**config.mk**
```make
export PLATFORM = sky130hd
export DESIGN_NAME = uart_rx
export DESIGN_NICKNAME = d
export VERILOG_FILES = /design/src/rtl/uart_rx.sv
export VERILOG_INCLUDE_DIRS = /design/src /design/src/rtl
export SDC_FILE = /design/constraint.sdc
export NUM_CORES = 1
export LEC_CHECK = 0
export BUFFER_PORTS_ARGS = -buffer_cell sky130_fd_sc_hd__clkbuf_2
export CAP_MARGIN = 10
export CORE_ASPECT_RATIO = 0.75
export CORE_MARGIN = 5
export CORE_UTILIZATION = 30
export DETAILED_ROUTE_END_ITERATION = 10
export SYNTH_ARGS = -nofsm -noshare
export SYNTH_HDL_FRONTEND = slang
export SYNTH_SLANG_ARGS = --single-unit
```
**constraint.sdc**
```tcl
create_clock -name clk_100mhz -period 3.3 [get_ports clk_100mhz]
set_clock_uncertainty 0.2 [all_clocks]
set_input_delay 0.165 -clock clk_100mhz [delete_from_list [all_inputs] [get_ports clk_100mhz]]
set_output_delay 0.165 -clock clk_100mhz [all_outputs]
set_load 0.02 [all_outputs]
```
**src/rtl/loader_defs.svh**
```systemverilog
`ifndef LOADER_DEFS_SVH
`define LOADER_DEFS_SVH

// uart bit time in clk_100mhz cycles
// 16 keeps simulation short, a real 115200 baud link needs 868
`define CLOCKS_PER_BAUD 16

// program word address width (1024 words)
`define PROG_ADDR_BITS 10

`endif

```
**src/rtl/uart_rx.sv**
```systemverilog
`timescale 1ns/1ps
`default_nettype none

`include "loader_defs.svh"

module uart_rx (
    input  wire         clk_100mhz,
    input  wire         arst_n,
    input  wire         rxd,
    output logic [7:0]  rx_data,
    output logic        rx_valid
);

    localparam int FULL  = `CLOCKS_PER_BAUD;
    localparam int HALF  = `CLOCKS_PER_BAUD / 2;
    localparam int CNT_W = $clog2(FULL);

    logic [2:0]       rx_sync;      // [1:0] synchronizer, [2] edge history
    logic             rx_s;
    logic             start_edge;
    logic             busy;
    logic [3:0]       bit_idx;      // 0 start, 1..8 data, 9 stop
    logic [CNT_W-1:0] baud_cnt;
    logic [7:0]       shift_q;

    assign rx_s       = rx_sync[1];
    assign start_edge = rx_sync[2] & ~rx_sync[1];   // falling edge only
    assign rx_data    = shift_q;

    ////////////////////////////////////////////////////////////////////////////
    // bit timing

    always_ff @(posedge clk_100mhz or negedge arst_n) begin
        if (!arst_n) begin
            rx_sync  <= 3'b111;     // idle line is high
            busy     <= 1'b0;
            bit_idx  <= 4'd0;
            baud_cnt <= '0;
            rx_valid <= 1'b0;
        end else begin
            rx_sync  <= {rx_sync[1:0], rxd};
            rx_valid <= 1'b0;

            if (!busy) begin
                if (start_edge) begin
                    busy     <= 1'b1;
                    bit_idx  <= 4'd0;
                    baud_cnt <= CNT_W'(HALF - 1);   // aim for mid start bit
                end
            end else if (baud_cnt != '0) begin
                baud_cnt <= baud_cnt - 1'b1;
            end else begin
                baud_cnt <= CNT_W'(FULL - 1);
                bit_idx  <= bit_idx + 4'd1;
                if (bit_idx == 4'd0) begin
                    if (rx_s) busy <= 1'b0;         // glitch, not a start bit
                end else if (bit_idx == 4'd9) begin
                    busy     <= 1'b0;
                    rx_valid <= rx_s;               // low stop bit drops the byte
                end
            end
        end
    end

    // data bits, lsb first
    always_ff @(posedge clk_100mhz) begin
        if (busy && baud_cnt == '0 && bit_idx != 4'd0 && bit_idx != 4'd9) begin
            shift_q <= {rx_s, shift_q[7:1]};
        end
    end

    a_valid_single: assert property (
        @(posedge clk_100mhz) disable iff (!arst_n)
        rx_valid |=> !rx_valid
    );

endmodule

`default_nettype wire

```
==> run metrics <==
RSZ-0062 raised after global routing=no; cts-stage hold buffer count=2; Detail Placement HPWL=1040 um; share of the synthesized area in the top cell type=28.1%; met2 routed WL=586 um; Rel. slew slack=60.1%; Routed Antenna Nets=0; # diodes=0; Seq cells post-synth=21; CTS tree=yes; Die Ht=57.2 um; pwr/cell area=688 mW/mm^2; Max Cap Viol=0; CTS buffer count=3; gr usage total=7.42%; WP data required=3.00 ns; Final Cycle Share=69.8%; LEAKAGE=0.412 nW; most common library cells after synthesis=10 x dfrtp_1, 8 x edfxtp_1, 6 x inv_1, 6 x nor3_1; Ports=12; overall power=0.719 mW; Avg WL per Cell=11.4 um; Initial Utilization=30.8%; Detail Route met3 WL=102 um; dominant synthesized flop cell=dfrtp_1; final setup vio count=0; area growth from synthesis to layout=17.1%; CP endpoint kind=flop; Max VDD drop=0.000261 V; CP Class=flop to flop; vias in the first global route=506; setup TNS=0 ns; Worst EP arrival=2.00 ns; crit-path max FO=11; Reg clk slew, reported paths=0.07 ns; total gr overflow=0; DRT Pass-1 Iters=4; gate count after technology mapping=67; share of cells above drive strength 1=28.0%; CTS Root Cell=clkbuf_8; most frequent cell after synthesis=dfrtp_1; largest net degree at the start of global routing=14; antenna violations before repair=0; # rows=17; mean post-synth cell area=13.3 um^2; Clk Latency, worst-skew pair=0.25 ns; synth unique cells=25; Syn Nets=74; Clock Sinks=21; final slew viol count=0; WL met1=660 um; Setup crit start kind=flop; Mapped Area=892 um^2; PostCTS Resize Cnt=0; drt total wl=1370 um; Hold Crit Class=input port to asynchronous set/reset pin; first-pass GRT wire length=2360 um; total of warnings raised by yosys=0; final hold vios=0; Clock Path Buffers=2; EDFF count, synth=8; Worst Tran Pin Value=0.597 ns; highest metal used=met4; Post-route DRC=0; total die area=0.00418 mm^2; Final nets=90; Detailed Route Iter0 Violations=24; via count=557; routability cong.=0.744; vias per cell=4.64; share of synthesized registers carrying an async set or reset=61.9%; Die Width=73.0 um; minimum clock period=2.30 ns; register area share after synthesis=63.8%; Synth area leaders=dfrtp_1 28%, edfxtp_1 27%, dfstp_2 8.8%; H-tree levels=1; status=finished clean; fill cell count=310; Setup Buffers After CTS=0; Port Buf Inserts=11; Yosys top cell by area=dfrtp_1; Fmax achieved=0.434 GHz; core area=0.00289 mm^2
logic make-up (layout without fill, tap and decap cells):
family | after synthesis | in the layout | synth area share (%)
flip-flops | 21 | 21 | 63.8
buffers and inverters | 8 | 23 | 4.35
multiplexers | 1 | 1 | 1.12
AO/OA/AOI/OAI | 13 | 13 | 11.4
AND/OR/NAND/NOR | 19 | 19 | 12.8
XOR/XNOR | 1 | 1 | 0.982
adder cells (fa/ha/maj) | 4 | 4 | 5.61
power by group:
| group | switching [mW] | internal (mW) | total, mW |
|---|---|---|---|
| Combinational | 0.0871 | 0.0848 | 0.172 |
| Clock | 0.0793 | 0.0839 | 0.163 |
| Sequential | 0.0580 | 0.326 | 0.384 |
| Total | 0.224 | 0.495 | 0.719 |
final cells by class:
type | instances | area [um^2] | area share, %
Multi-Input combinational cell | 38 | 284 | 27.2
Timing Repair Buffer | 13 | 75.1 | 7.19
Clock inverter | 1 | 5.00 | 0.479
Tap cell | 38 | 47.5 | 4.55
Inverter | 6 | 22.5 | 2.16
Clock buffer | 3 | 41.3 | 3.95
Sequential cell | 21 | 569 | 54.5
flip-flops by register name (all words and copies together), names as in the netlist:
name / cells
busy: 1
rx_valid: 1
bit_idx: 4
baud_cnt: 4
rx_data: 8
rx_sync: 3
per-stage QoR:
step | cells | util, % | hold slack [ns] | instance area (um^2) | setup WS [ns]
6_report | 120 | 36.1 | 0.134 | 1040 | 0.995
3_5_place_dp | 114 | 33.8 | -0.125 | 978 | 0.982
3_3_place_gp | 114 | 33.8 | -0.124 | 978 | 1.06
4_1_cts | 120 | 36.1 | 0.143 | 1040 | 0.985
2_1_floorplan | 67 | - | -0.331 | 892 | 1.42
5_1_grt | 120 | 36.1 | 0.161 | 1040 | 0.795
worst max-delay path, stage by stage (launching register included):
cell and delay (ns):
dfrtp_1 0.41, inv_1 0.07, ha_1 0.19, nand4bb_1 0.44, nor2_1 0.64
worst paths after layout:
| path | to | startpoint | slack, ns | cells past startpoint |
|---|---|---|---|---|
| min in group clk_100mhz | rx_sync[1] | rx_sync[0] | 0.16 | 0 |
| hold reg to reg | rx_sync[1] | rx_sync[0] | 0.16 | 0 |
| max in group asynchronous | rx_sync[2] | arst_n | 2.48 | 2 |
| setup reg to reg | rx_data[0] | baud_cnt[0] | 1.0 | 4 |
| setup / recovery | rx_data[0] | baud_cnt[0] | 1.0 | 4 |
| hold / removal | baud_cnt[3] | arst_n | 0.13 | 2 |
layer usage:
| metal | track usage [%] | vias up |
|---|---|---|
| li1 | - | 271 |
| met2 | 10.5 | 14 |
| met5 | 0 | - |
| met3 | 3.87 | 2 |
| met1 | 9.74 | 270 |
| met4 | 2.37 | 0 |
layout by cell type (no fill, tap or decap), drive strengths merged, types with 3 or more instances in the layout:
cell type	Yosys	final
dfstp	3	3
nor3	6	6
dfrtp	10	10
nand3	4	4
a21oi	4	4
inv	6	6
edfxtp	8	8
ha	4	4
clkbuf	0	14
(Power assumes the default switching activity.)
