**config.mk**
```make
export PLATFORM = sky130hd
export DESIGN_NAME = loader_cmd_parser_flat
export DESIGN_NICKNAME = d
export VERILOG_FILES = /design/src/rtl/loader_pkg.sv /design/src/rtl/loader_if.sv /design/src/rtl/loader_cmd_parser.sv /design/src/flat_wrapper.sv
export VERILOG_INCLUDE_DIRS = /design/src /design/src/rtl
export SDC_FILE = /design/constraint.sdc
export NUM_CORES = 1
export LEC_CHECK = 0
export ABC_AREA = 1
export CAP_MARGIN = 20
export CORE_MARGIN = 8
export CORE_UTILIZATION = 55
export CTS_BUF_LIST = sky130_fd_sc_hd__clkbuf_8 sky130_fd_sc_hd__clkbuf_16
export CTS_CLUSTER_SIZE = 20
export DETAILED_ROUTE_END_ITERATION = 10
export DONT_BUFFER_PORTS = 1
export PLACE_DENSITY = 0.82
export SKIP_LAST_GASP = 1
export SYNTH_ARGS = -nofsm -noshare
export SYNTH_HDL_FRONTEND = slang
export SYNTH_SLANG_ARGS = --single-unit
```
**constraint.sdc**
```tcl
create_clock -name clk_100mhz -period 1.6 [get_ports clk_100mhz]
set_input_delay 0.16 -clock clk_100mhz [delete_from_list [all_inputs] [get_ports clk_100mhz]]
set_output_delay 0.16 -clock clk_100mhz [all_outputs]
set_load 0.005 [all_outputs]
```
**src/rtl/loader_defs.svh**
```systemverilog
`ifndef LOADER_DEFS_SVH
`define LOADER_DEFS_SVH

// uart bit time in clk_100mhz cycles
// 16 keeps simulation short, a real 115200 baud link needs 868
`define CLOCKS_PER_BAUD 16

// program word address width (1024 words)
`define PROG_ADDR_BITS 10

`endif

```
**src/rtl/loader_pkg.sv**
```systemverilog
package loader_pkg;

    // host command opcodes, ascii W/H/R/S
    typedef enum logic [7:0] {
        CMD_WRITE = 8'h57,
        CMD_HALT  = 8'h48,
        CMD_RESET = 8'h52,
        CMD_START = 8'h53
    } cmd_t;

    // command parser position within a command
    typedef enum logic [1:0] {
        IDLE,   // waiting for opcode
        ADDR,   // collecting word address
        DATA    // collecting instruction word
    } parse_state_t;

    // core run state
    typedef enum logic {
        HALT,
        RUN
    } run_state_t;

endpackage

```
**src/rtl/loader_if.sv**
```systemverilog
`timescale 1ns/1ps
`default_nettype none

`include "loader_defs.svh"

interface loader_if;

    logic [`PROG_ADDR_BITS-1:0] mem_addr;   // program word address
    logic [31:0]                mem_data;   // instruction word
    logic                       mem_valid;  // one-cycle write strobe

    logic halt;     // core control pulses
    logic reset;
    logic start;

    // parser side
    modport src (
        output mem_addr, mem_data, mem_valid,
        output halt, reset, start
    );

    // program memory write port
    modport mem_sink (
        input mem_addr, mem_data, mem_valid
    );

    // run control
    modport ctl_sink (
        input halt, reset, start
    );

endinterface

`default_nettype wire

```
**src/rtl/loader_cmd_parser.sv**
```systemverilog
`timescale 1ns/1ps
`default_nettype none

`include "loader_defs.svh"

module loader_cmd_parser (
    input  wire         clk_100mhz,
    input  wire         arst_n,
    input  wire  [7:0]  rx_data,
    input  wire         rx_valid,
    loader_if.src       ctl
);

    loader_pkg::parse_state_t state;

    logic [1:0]                 byte_cnt;   // bytes taken in ADDR / DATA
    logic [`PROG_ADDR_BITS-1:0] addr_sr;
    logic [31:0]                data_sr;
    loader_pkg::cmd_t           opcode;

    assign opcode = loader_pkg::cmd_t'(rx_data);

    // payload visible while mem_valid is high
    assign ctl.mem_addr = addr_sr;
    assign ctl.mem_data = data_sr;

    ////////////////////////////////////////////////////////////////////////////
    // command FSM

    always_ff @(posedge clk_100mhz or negedge arst_n) begin
        if (!arst_n) begin
            state         <= loader_pkg::IDLE;
            byte_cnt      <= 2'd0;
            ctl.mem_valid <= 1'b0;
            ctl.halt      <= 1'b0;
            ctl.reset     <= 1'b0;
            ctl.start     <= 1'b0;
        end else begin
            // all strobes are single cycle
            ctl.mem_valid <= 1'b0;
            ctl.halt      <= 1'b0;
            ctl.reset     <= 1'b0;
            ctl.start     <= 1'b0;

            if (rx_valid) begin
                case (state)
                    loader_pkg::IDLE: begin
                        case (opcode)
                            loader_pkg::CMD_WRITE: begin
                                state    <= loader_pkg::ADDR;
                                byte_cnt <= 2'd0;
                            end
                            loader_pkg::CMD_HALT:  ctl.halt  <= 1'b1;
                            loader_pkg::CMD_RESET: ctl.reset <= 1'b1;
                            loader_pkg::CMD_START: ctl.start <= 1'b1;
                            default: ;              // unknown opcode, ignored
                        endcase
                    end

                    loader_pkg::ADDR: begin
                        byte_cnt <= byte_cnt + 2'd1;
                        if (byte_cnt == 2'd1) begin
                            state    <= loader_pkg::DATA;
                            byte_cnt <= 2'd0;
                        end
                    end

                    loader_pkg::DATA: begin
                        byte_cnt <= byte_cnt + 2'd1;    // wraps to 0 after 4th
                        if (byte_cnt == 2'd3) begin
                            state         <= loader_pkg::IDLE;
                            ctl.mem_valid <= 1'b1;
                        end
                    end

                    default: state <= loader_pkg::IDLE;
                endcase
            end
        end
    end

    ////////////////////////////////////////////////////////////////////////////
    // address and data shift registers, msb first

    always_ff @(posedge clk_100mhz) begin
        if (rx_valid) begin
            if (state == loader_pkg::ADDR) begin
                // upper address bits beyond the ram size fall off
                addr_sr <= {addr_sr[`PROG_ADDR_BITS-9:0], rx_data};
            end
            if (state == loader_pkg::DATA) begin
                data_sr <= {data_sr[23:0], rx_data};
            end
        end
    end

    a_strobes_onehot: assert property (
        @(posedge clk_100mhz) disable iff (!arst_n)
        $onehot0({ctl.mem_valid, ctl.halt, ctl.reset, ctl.start})
    );

endmodule

`default_nettype wire

```
**src/flat_wrapper.sv**
```systemverilog
// flat-port wrapper written by rule: the top's interface ports become plain ports
module loader_cmd_parser_flat 
  (clk_100mhz, arst_n, rx_data, rx_valid, ctl_mem_addr, ctl_mem_data, ctl_mem_valid, ctl_halt, ctl_reset, ctl_start);
  loader_if ctl_i ();
  input  wire clk_100mhz;
  input  wire arst_n;
  input  wire  [7:0] rx_data;
  input  wire rx_valid;
  output wire logic [$bits(ctl_i.mem_addr)-1:0] ctl_mem_addr;
  output wire logic [$bits(ctl_i.mem_data)-1:0] ctl_mem_data;
  output wire logic [$bits(ctl_i.mem_valid)-1:0] ctl_mem_valid;
  output wire logic [$bits(ctl_i.halt)-1:0] ctl_halt;
  output wire logic [$bits(ctl_i.reset)-1:0] ctl_reset;
  output wire logic [$bits(ctl_i.start)-1:0] ctl_start;
  assign ctl_mem_addr = ctl_i.mem_addr;
  assign ctl_mem_data = ctl_i.mem_data;
  assign ctl_mem_valid = ctl_i.mem_valid;
  assign ctl_halt = ctl_i.halt;
  assign ctl_reset = ctl_i.reset;
  assign ctl_start = ctl_i.start;
  loader_cmd_parser u_core (.clk_100mhz(clk_100mhz), .arst_n(arst_n), .rx_data(rx_data), .rx_valid(rx_valid), .ctl(ctl_i));
endmodule
```
==> results.txt, run 1 <==
clk buf depth -> 2
commonest non-fill, non-tap cell in the layout -> edfxtp_1
total CTS buffers -> 5
CP Class -> reg -> reg
# setup viols final -> 0
nets@finish -> 156
Clock power frac -> 0.234
status -> finished clean
width of the die -> 73.87 µm
total number of vias -> 952
crit path DAT -> 1.40 ns
CTS tree -> done
Antenna diodes -> 0
Die ar. -> 0.005456 mm²
Net Count, Synth -> 137
post-DP HPWL -> 2419 µm
CP peak stage delay -> 0.42 ns
DRT iter0 DRCs -> 104
Least-Margin Pin Slew -> 0.3873 ns
Synth warnings -> 0
cells along the critical path -> inv_1 > ha_1 > nand2_1 > inv_1
Syn Area/Cell -> 15.61 µm²
clk slew on worst S/H paths -> 0.09 ns
Placed Area -> 0.001918 mm²
fillcell total -> 219
register area share after synthesis -> 0.7935
num rows -> 21
vias in the first global route -> 945
VDD IR max -> 0.0007861 V
fmax -> 0.6882 GHz
Hold Vio Cnt, Final -> 0
P&R area growth vs syn -> 15.29%
Sum Neg Setup Slack -> 0 ns
Ports -> 57
DRC viols -> 0
Synth top area share -> 0.6848
max cap viols -> 0
Worst Reg-to-Reg Cells -> 4
Die Y -> 73.87 µm
largest cells by area after synthesis -> edfxtp_1, dfrtp_1, ha_1
Initial DRT Pass Iterations -> 4
CP endpoint kind -> flip-flop
Power Dens Cells -> 1349 mW/mm²
Initial Util -> 0.5608
critical path depth in cells -> 4
Design Area, Final -> 0.002123 mm²
count of different cell masters after synthesis -> 17
via/cell ratio -> 5.174
most frequent cells in the layout -> edfxtp_1, nand2_1, inv_1
Sink Count -> 50
ratio of cells with drive above 1 in the final layout -> 0.1014
worst hold path type -> in -> reg
largest net degree at the start of global routing -> 33
Slew Limit Fails -> 0
core box area -> 0.003284 mm²
Tmin final -> 1.453 ns
RSZ-0062 raised after global routing -> no
Slew Limit Headroom -> 0.7409
Int Pwr -> 2078 µW
Psw -> 786.5 µW
leakage -> 0.0008007 µW
Switching Fraction -> 0.2746
Period Utilization, post-route -> 0.9081
Routed WL -> 3276 µm
Comb power frac -> 0.162
GPL Wtd Cong -> 0.7579
Crit-path slowest cell -> dfrtp_1
cell area after synthesis -> 0.001842 mm²
IO buf count -> 0
clock latency on the worst-skew pair -> 0.29 ns
CP Max Fanout -> 10
DRT antenna net count -> 0
Setup Skew -> 0.006090 ns
GRT overflow -> 0
H-tree depth -> 2
Buf+Inv Stages, Crit Path -> 2
FF+latch count, synth -> 50
Yosys top cell by area -> edfxtp_1
cell mode on critical path -> inv_1
Seq pwr share -> 0.605
Top delay family on crit path -> flip-flops
DR WL/cell -> 17.80 µm
Mapped Cells -> 118
sequential cell area -> 0.001461 mm²
root buffer cell -> clkbuf_8
Critical Path Start Type -> flip-flop
first-pass GRT wire length -> 4899 µm
area of the multi-input gates -> 307.8 µm²
gr usage total -> 0.1239
WHS Path Cells -> 2
Worst EP required -> 1.55 ns
initial antenna violation count -> 0
==> per-layer routing <==
metal | GRT usage | vias to the layer above | share of wire
met3 | 0.04502 | 2 | 0.083
met1 | 0.1255 | 466 | 0.36
met5 | 0 | - | 0
li1 | - | 440 | -
met2 | 0.2185 | 44 | 0.55
met4 | 0.05987 | 0 | 0.0055
==> path summary, 6_finish.rpt <==
kind | slack, ns | start | end
worst max-delay path | 0.15 | u_core.state[1] | u_core.ctl.mem_addr[6]
worst min-delay path | 0.008 | rx_data[0] | u_core.ctl.start
worst max register to register | 0.15 | u_core.state[1] | u_core.ctl.mem_addr[6]
worst min register to register | 0.49 | u_core.ctl.mem_data[17] | u_core.ctl.mem_data[25]
max in group asynchronous | 1.10 | arst_n | u_core.ctl.mem_valid
min in group asynchronous | 0.22 | arst_n | u_core.state[0]
==> power groups by stage <==
stage / Clock (µW) / Combinational (µW) / Sequential, µW
after global placement: 0 / 383 / 1760
after detailed placement: 0 / 427 / 1770
final: 669 / 463 / 1730
after CTS: 697 / 457 / 1740
after floorplan: 0 / 319 / 1730
after global routing: 746 / 522 / 1750
==> per-stage QoR <==
stage / utilization / setup slack (ns) / instances / hold WS [ns] / total power (µW)
5_1_grt: 0.6465 / 0.03468 / 184 / 0.004970 / 3023
4_1_cts: 0.6404 / 0.1589 / 182 / 0.001701 / 2893
6_report: 0.6465 / 0.1470 / 184 / 0.008278 / 2864
3_3_place_gp: 0.5840 / 0.2400 / 164 / -0.1353 / 2144
2_1_floorplan: - / 0.02315 / 118 / -0.1356 / 2045
3_5_place_dp: 0.5840 / 0.1694 / 164 / -0.1353 / 2198
==> area by class of cell <==
class / instances / area share
Clock inverter: 3 / 0.007661
Inverter: 18 / 0.03359
Clock buffer: 5 / 0.03241
Sequential cell: 50 / 0.6883
Tap cell: 46 / 0.02711
Multi-Input combinational cell: 49 / 0.1450
Timing Repair Buffer: 13 / 0.06600
==> what timing repair did <==
action | CTS | global route
setup buffers | 0 | 0
endpoints found under the hold margin | 25 | 1
hold buffers | 10 | 2
resized for setup | 0 | 0
==> state kept, by name (all words and copies together), names as in the netlist <==
| signal | count |
|---|---|
| u_core.ctl.mem_data | 32 |
| u_core.ctl.mem_addr | 10 |
| u_core.byte_cnt | 2 |
| u_core.state | 2 |
| u_core.ctl.halt | 1 |
| u_core.ctl.mem_valid | 1 |
| u_core.ctl.reset | 1 |
| u_core.ctl.start | 1 |
==> synthesized netlist by cell type (all sizes together) <==
| cell | instances |
|---|---|
| inv | 18 |
| nor4 | 2 |
| a21oi | 1 |
| nor2 | 4 |
| dfrtp | 8 |
| or2 | 1 |
| a21boi | 1 |
| edfxtp | 42 |
| nand3 | 2 |
| nand4 | 4 |
| o21ai | 1 |
| buf | 1 |
| ha | 8 |
| nand2 | 23 |
| nor3 | 2 |
==> cells by family (layout without fill, tap and decap cells) <==
logic type      count (synthesis)  count (layout)  share of synthesized area
flops                          50              50                     0.7935
simple gates                   38              38                     0.1019
buf+inv                        19              39                    0.04076
fa+ha+maj                       8               8                    0.05435
compound gates                  3               3                   0.009507
Power figures use the tool's default switching activity.
==> inputs of run 2 (changes only) <==
==> constraint.sdc (replaced) <==
create_clock -name clk_100mhz -period 1.6 [get_ports clk_100mhz]
set_input_delay 0.24 -clock clk_100mhz [delete_from_list [all_inputs] [get_ports clk_100mhz]]
set_output_delay 0.24 -clock clk_100mhz [all_outputs]
set_load 0.005 [all_outputs]
==> results.txt, run 2 (synthesis results as in run 1) <==
status -> finished clean
IO buf count -> 0
final worst setup slack -> 0.1553 ns
Crit-path slowest cell -> dfrtp_1
H-tree depth -> 2
CP endpoint kind -> flip-flop
commonest non-fill, non-tap cell in the layout -> edfxtp_1
most frequent cells in the layout -> edfxtp_1, nand2_1, inv_1
leakage -> 0.0007523 µW
DRT antenna net count -> 0
Sink Count -> 50
Tmin final -> 1.445 ns
CP Class -> reg -> reg
core box area -> 0.003284 mm²
GRT overflow -> 0
via/cell ratio -> 5.225
metal3 WL -> 274 µm
Critical Path Start Type -> flip-flop
clk slew on worst S/H paths -> 0.09 ns
post-route core utilization -> 0.6130
DR WL met2 -> 1666 µm
WHS Path Cells -> 0
GPL Wtd Cong -> 0.7579
max reg flops -> 32
highest routed layer -> met4
Sum Neg Setup Slack -> 0 ns
Post-Place Worst Slack -> 0.1694 ns
P&R area growth vs syn -> 9.307%
Post-Layout Cell Count -> 173
DRC viols -> 0
cells along the critical path -> inv_1 > ha_1 > nand2_1 > inv_1
CP peak stage delay -> 0.42 ns
# setup viols final -> 0
Slew Limit Fails -> 0
Die Y -> 73.87 µm
clk buf depth -> 2
max cap viols -> 0
worst hold path type -> in -> reg
PostCTS Resize Cnt -> 0
r2r setup slk -> 0.16 ns
Hold Vio Cnt, Final -> 0
Met1 Wirelength -> 1179 µm
total number of vias -> 904
Worst Hold Path EP -> u_core.ctl.mem_data[1]
total CTS buffers -> 5
Routed WL -> 3164 µm
Antenna diodes -> 0
fmax -> 0.6922 GHz
Worst Reg-to-Reg Cells -> 4
Least-Margin Pin Slew -> 0.3991 ns
num rows -> 21
VDD IR max -> 0.0007859 V
cell mode on critical path -> inv_1
root buffer cell -> clkbuf_8
Placed Cells -> 164
reg2reg end -> u_core.ctl.mem_addr[6]
Slew Limit Headroom -> 0.7331
first-pass GRT wire length -> 4685 µm
post-DP HPWL -> 2419 µm
worst hold start -> rx_data[1]
nets@finish -> 145
width of the die -> 73.87 µm
ratio of cells with drive above 1 in the final layout -> 0.1102
Power Dens Cells -> 1413 mW/mm²
clock latency on the worst-skew pair -> 0.29 ns
WHS -> 0.03778 ns
RSZ-0062 raised after global routing -> no
vias in the first global route -> 899
Initial DRT Pass Iterations -> 6
Initial Util -> 0.5608
crit path DAT -> 1.40 ns
CP Max Fanout -> 10
initial antenna violation count -> 0
Worst EP required -> 1.56 ns
Setup Skew -> 0.006113 ns
largest net degree at the start of global routing -> 33
Period Utilization, post-route -> 0.9029
DR WL/cell -> 18.29 µm
CTS tree -> done
Ports -> 57
gr usage total -> 0.1199
Die ar. -> 0.005456 mm²
fillcell total -> 230
r2r startpoint -> u_core.state[1]
DRT iter0 DRCs -> 109
[run 2: changes by cell type in the layout (fill, tap and decap cells not counted), sizes merged]
cell / change
dlygate4sd3: -11
[run 2: critical path, delay by kind of cell, from the launching register on]
family,cells,cell delay (ns)
buffers and inverters,2,0.41
and+or+nand+nor,1,0.06
adders and majority gates,1,0.22
DFF,1,0.42
[run 2: power breakdown]
| group | switching [µW] | internal, µW |
|---|---|---|
| Combinational | 297 | 141 |
| Clock | 376 | 299 |
| Sequential | 110 | 1620 |
[run 2: area by class of cell]
type                       instances  area, µm²  share of cell area
clock buffer                       5      68.82             0.03418
inverter                          18      71.32             0.03543
tap                               46      57.56             0.02859
timing repair buffer               2      30.03             0.01492
clock inverter                     3      16.27            0.008080
multi-input combinational         49      307.8              0.1529
sequential                        50       1461              0.7259
[run 2: metrics by stage]
step	cell area (µm²)	total power, µW
floorplan	1848	2045
global placement	1918	2144
detailed placement	1918	2198
CTS	2013	2872
global route	2013	2995
finish	2013	2844
[run 2: routing by layer]
layer | global-route usage | vias to the layer above
li1 | - | 419
met1 | 0.1213 | 435
met2 | 0.2096 | 44
met3 | 0.04502 | 6
met4 | 0.05987 | 0
met5 | 0 | -
[run 2: repair_timing]
action	CTS	global route
hold endpoints to repair	8	0
setup buffers	0	0
hold buffers	1	0
[run 2: worst max-delay path by stage]
| stage | slack (ns) | endpoint | start |
|---|---|---|---|
| after floorplan | 0.02 | u_core.ctl.mem_data[0] | u_core.state[0] |
| after global placement | 0.24 | u_core.ctl.mem_data[24] | u_core.state[0] |
| after detailed placement | 0.17 | u_core.ctl.mem_addr[6] | u_core.state[1] |
| after CTS | 0.16 | u_core.ctl.mem_addr[6] | u_core.state[1] |
| after global routing | 0.03 | u_core.ctl.mem_addr[2] | u_core.state[1] |
| final | 0.16 | u_core.ctl.mem_addr[6] | u_core.state[1] |
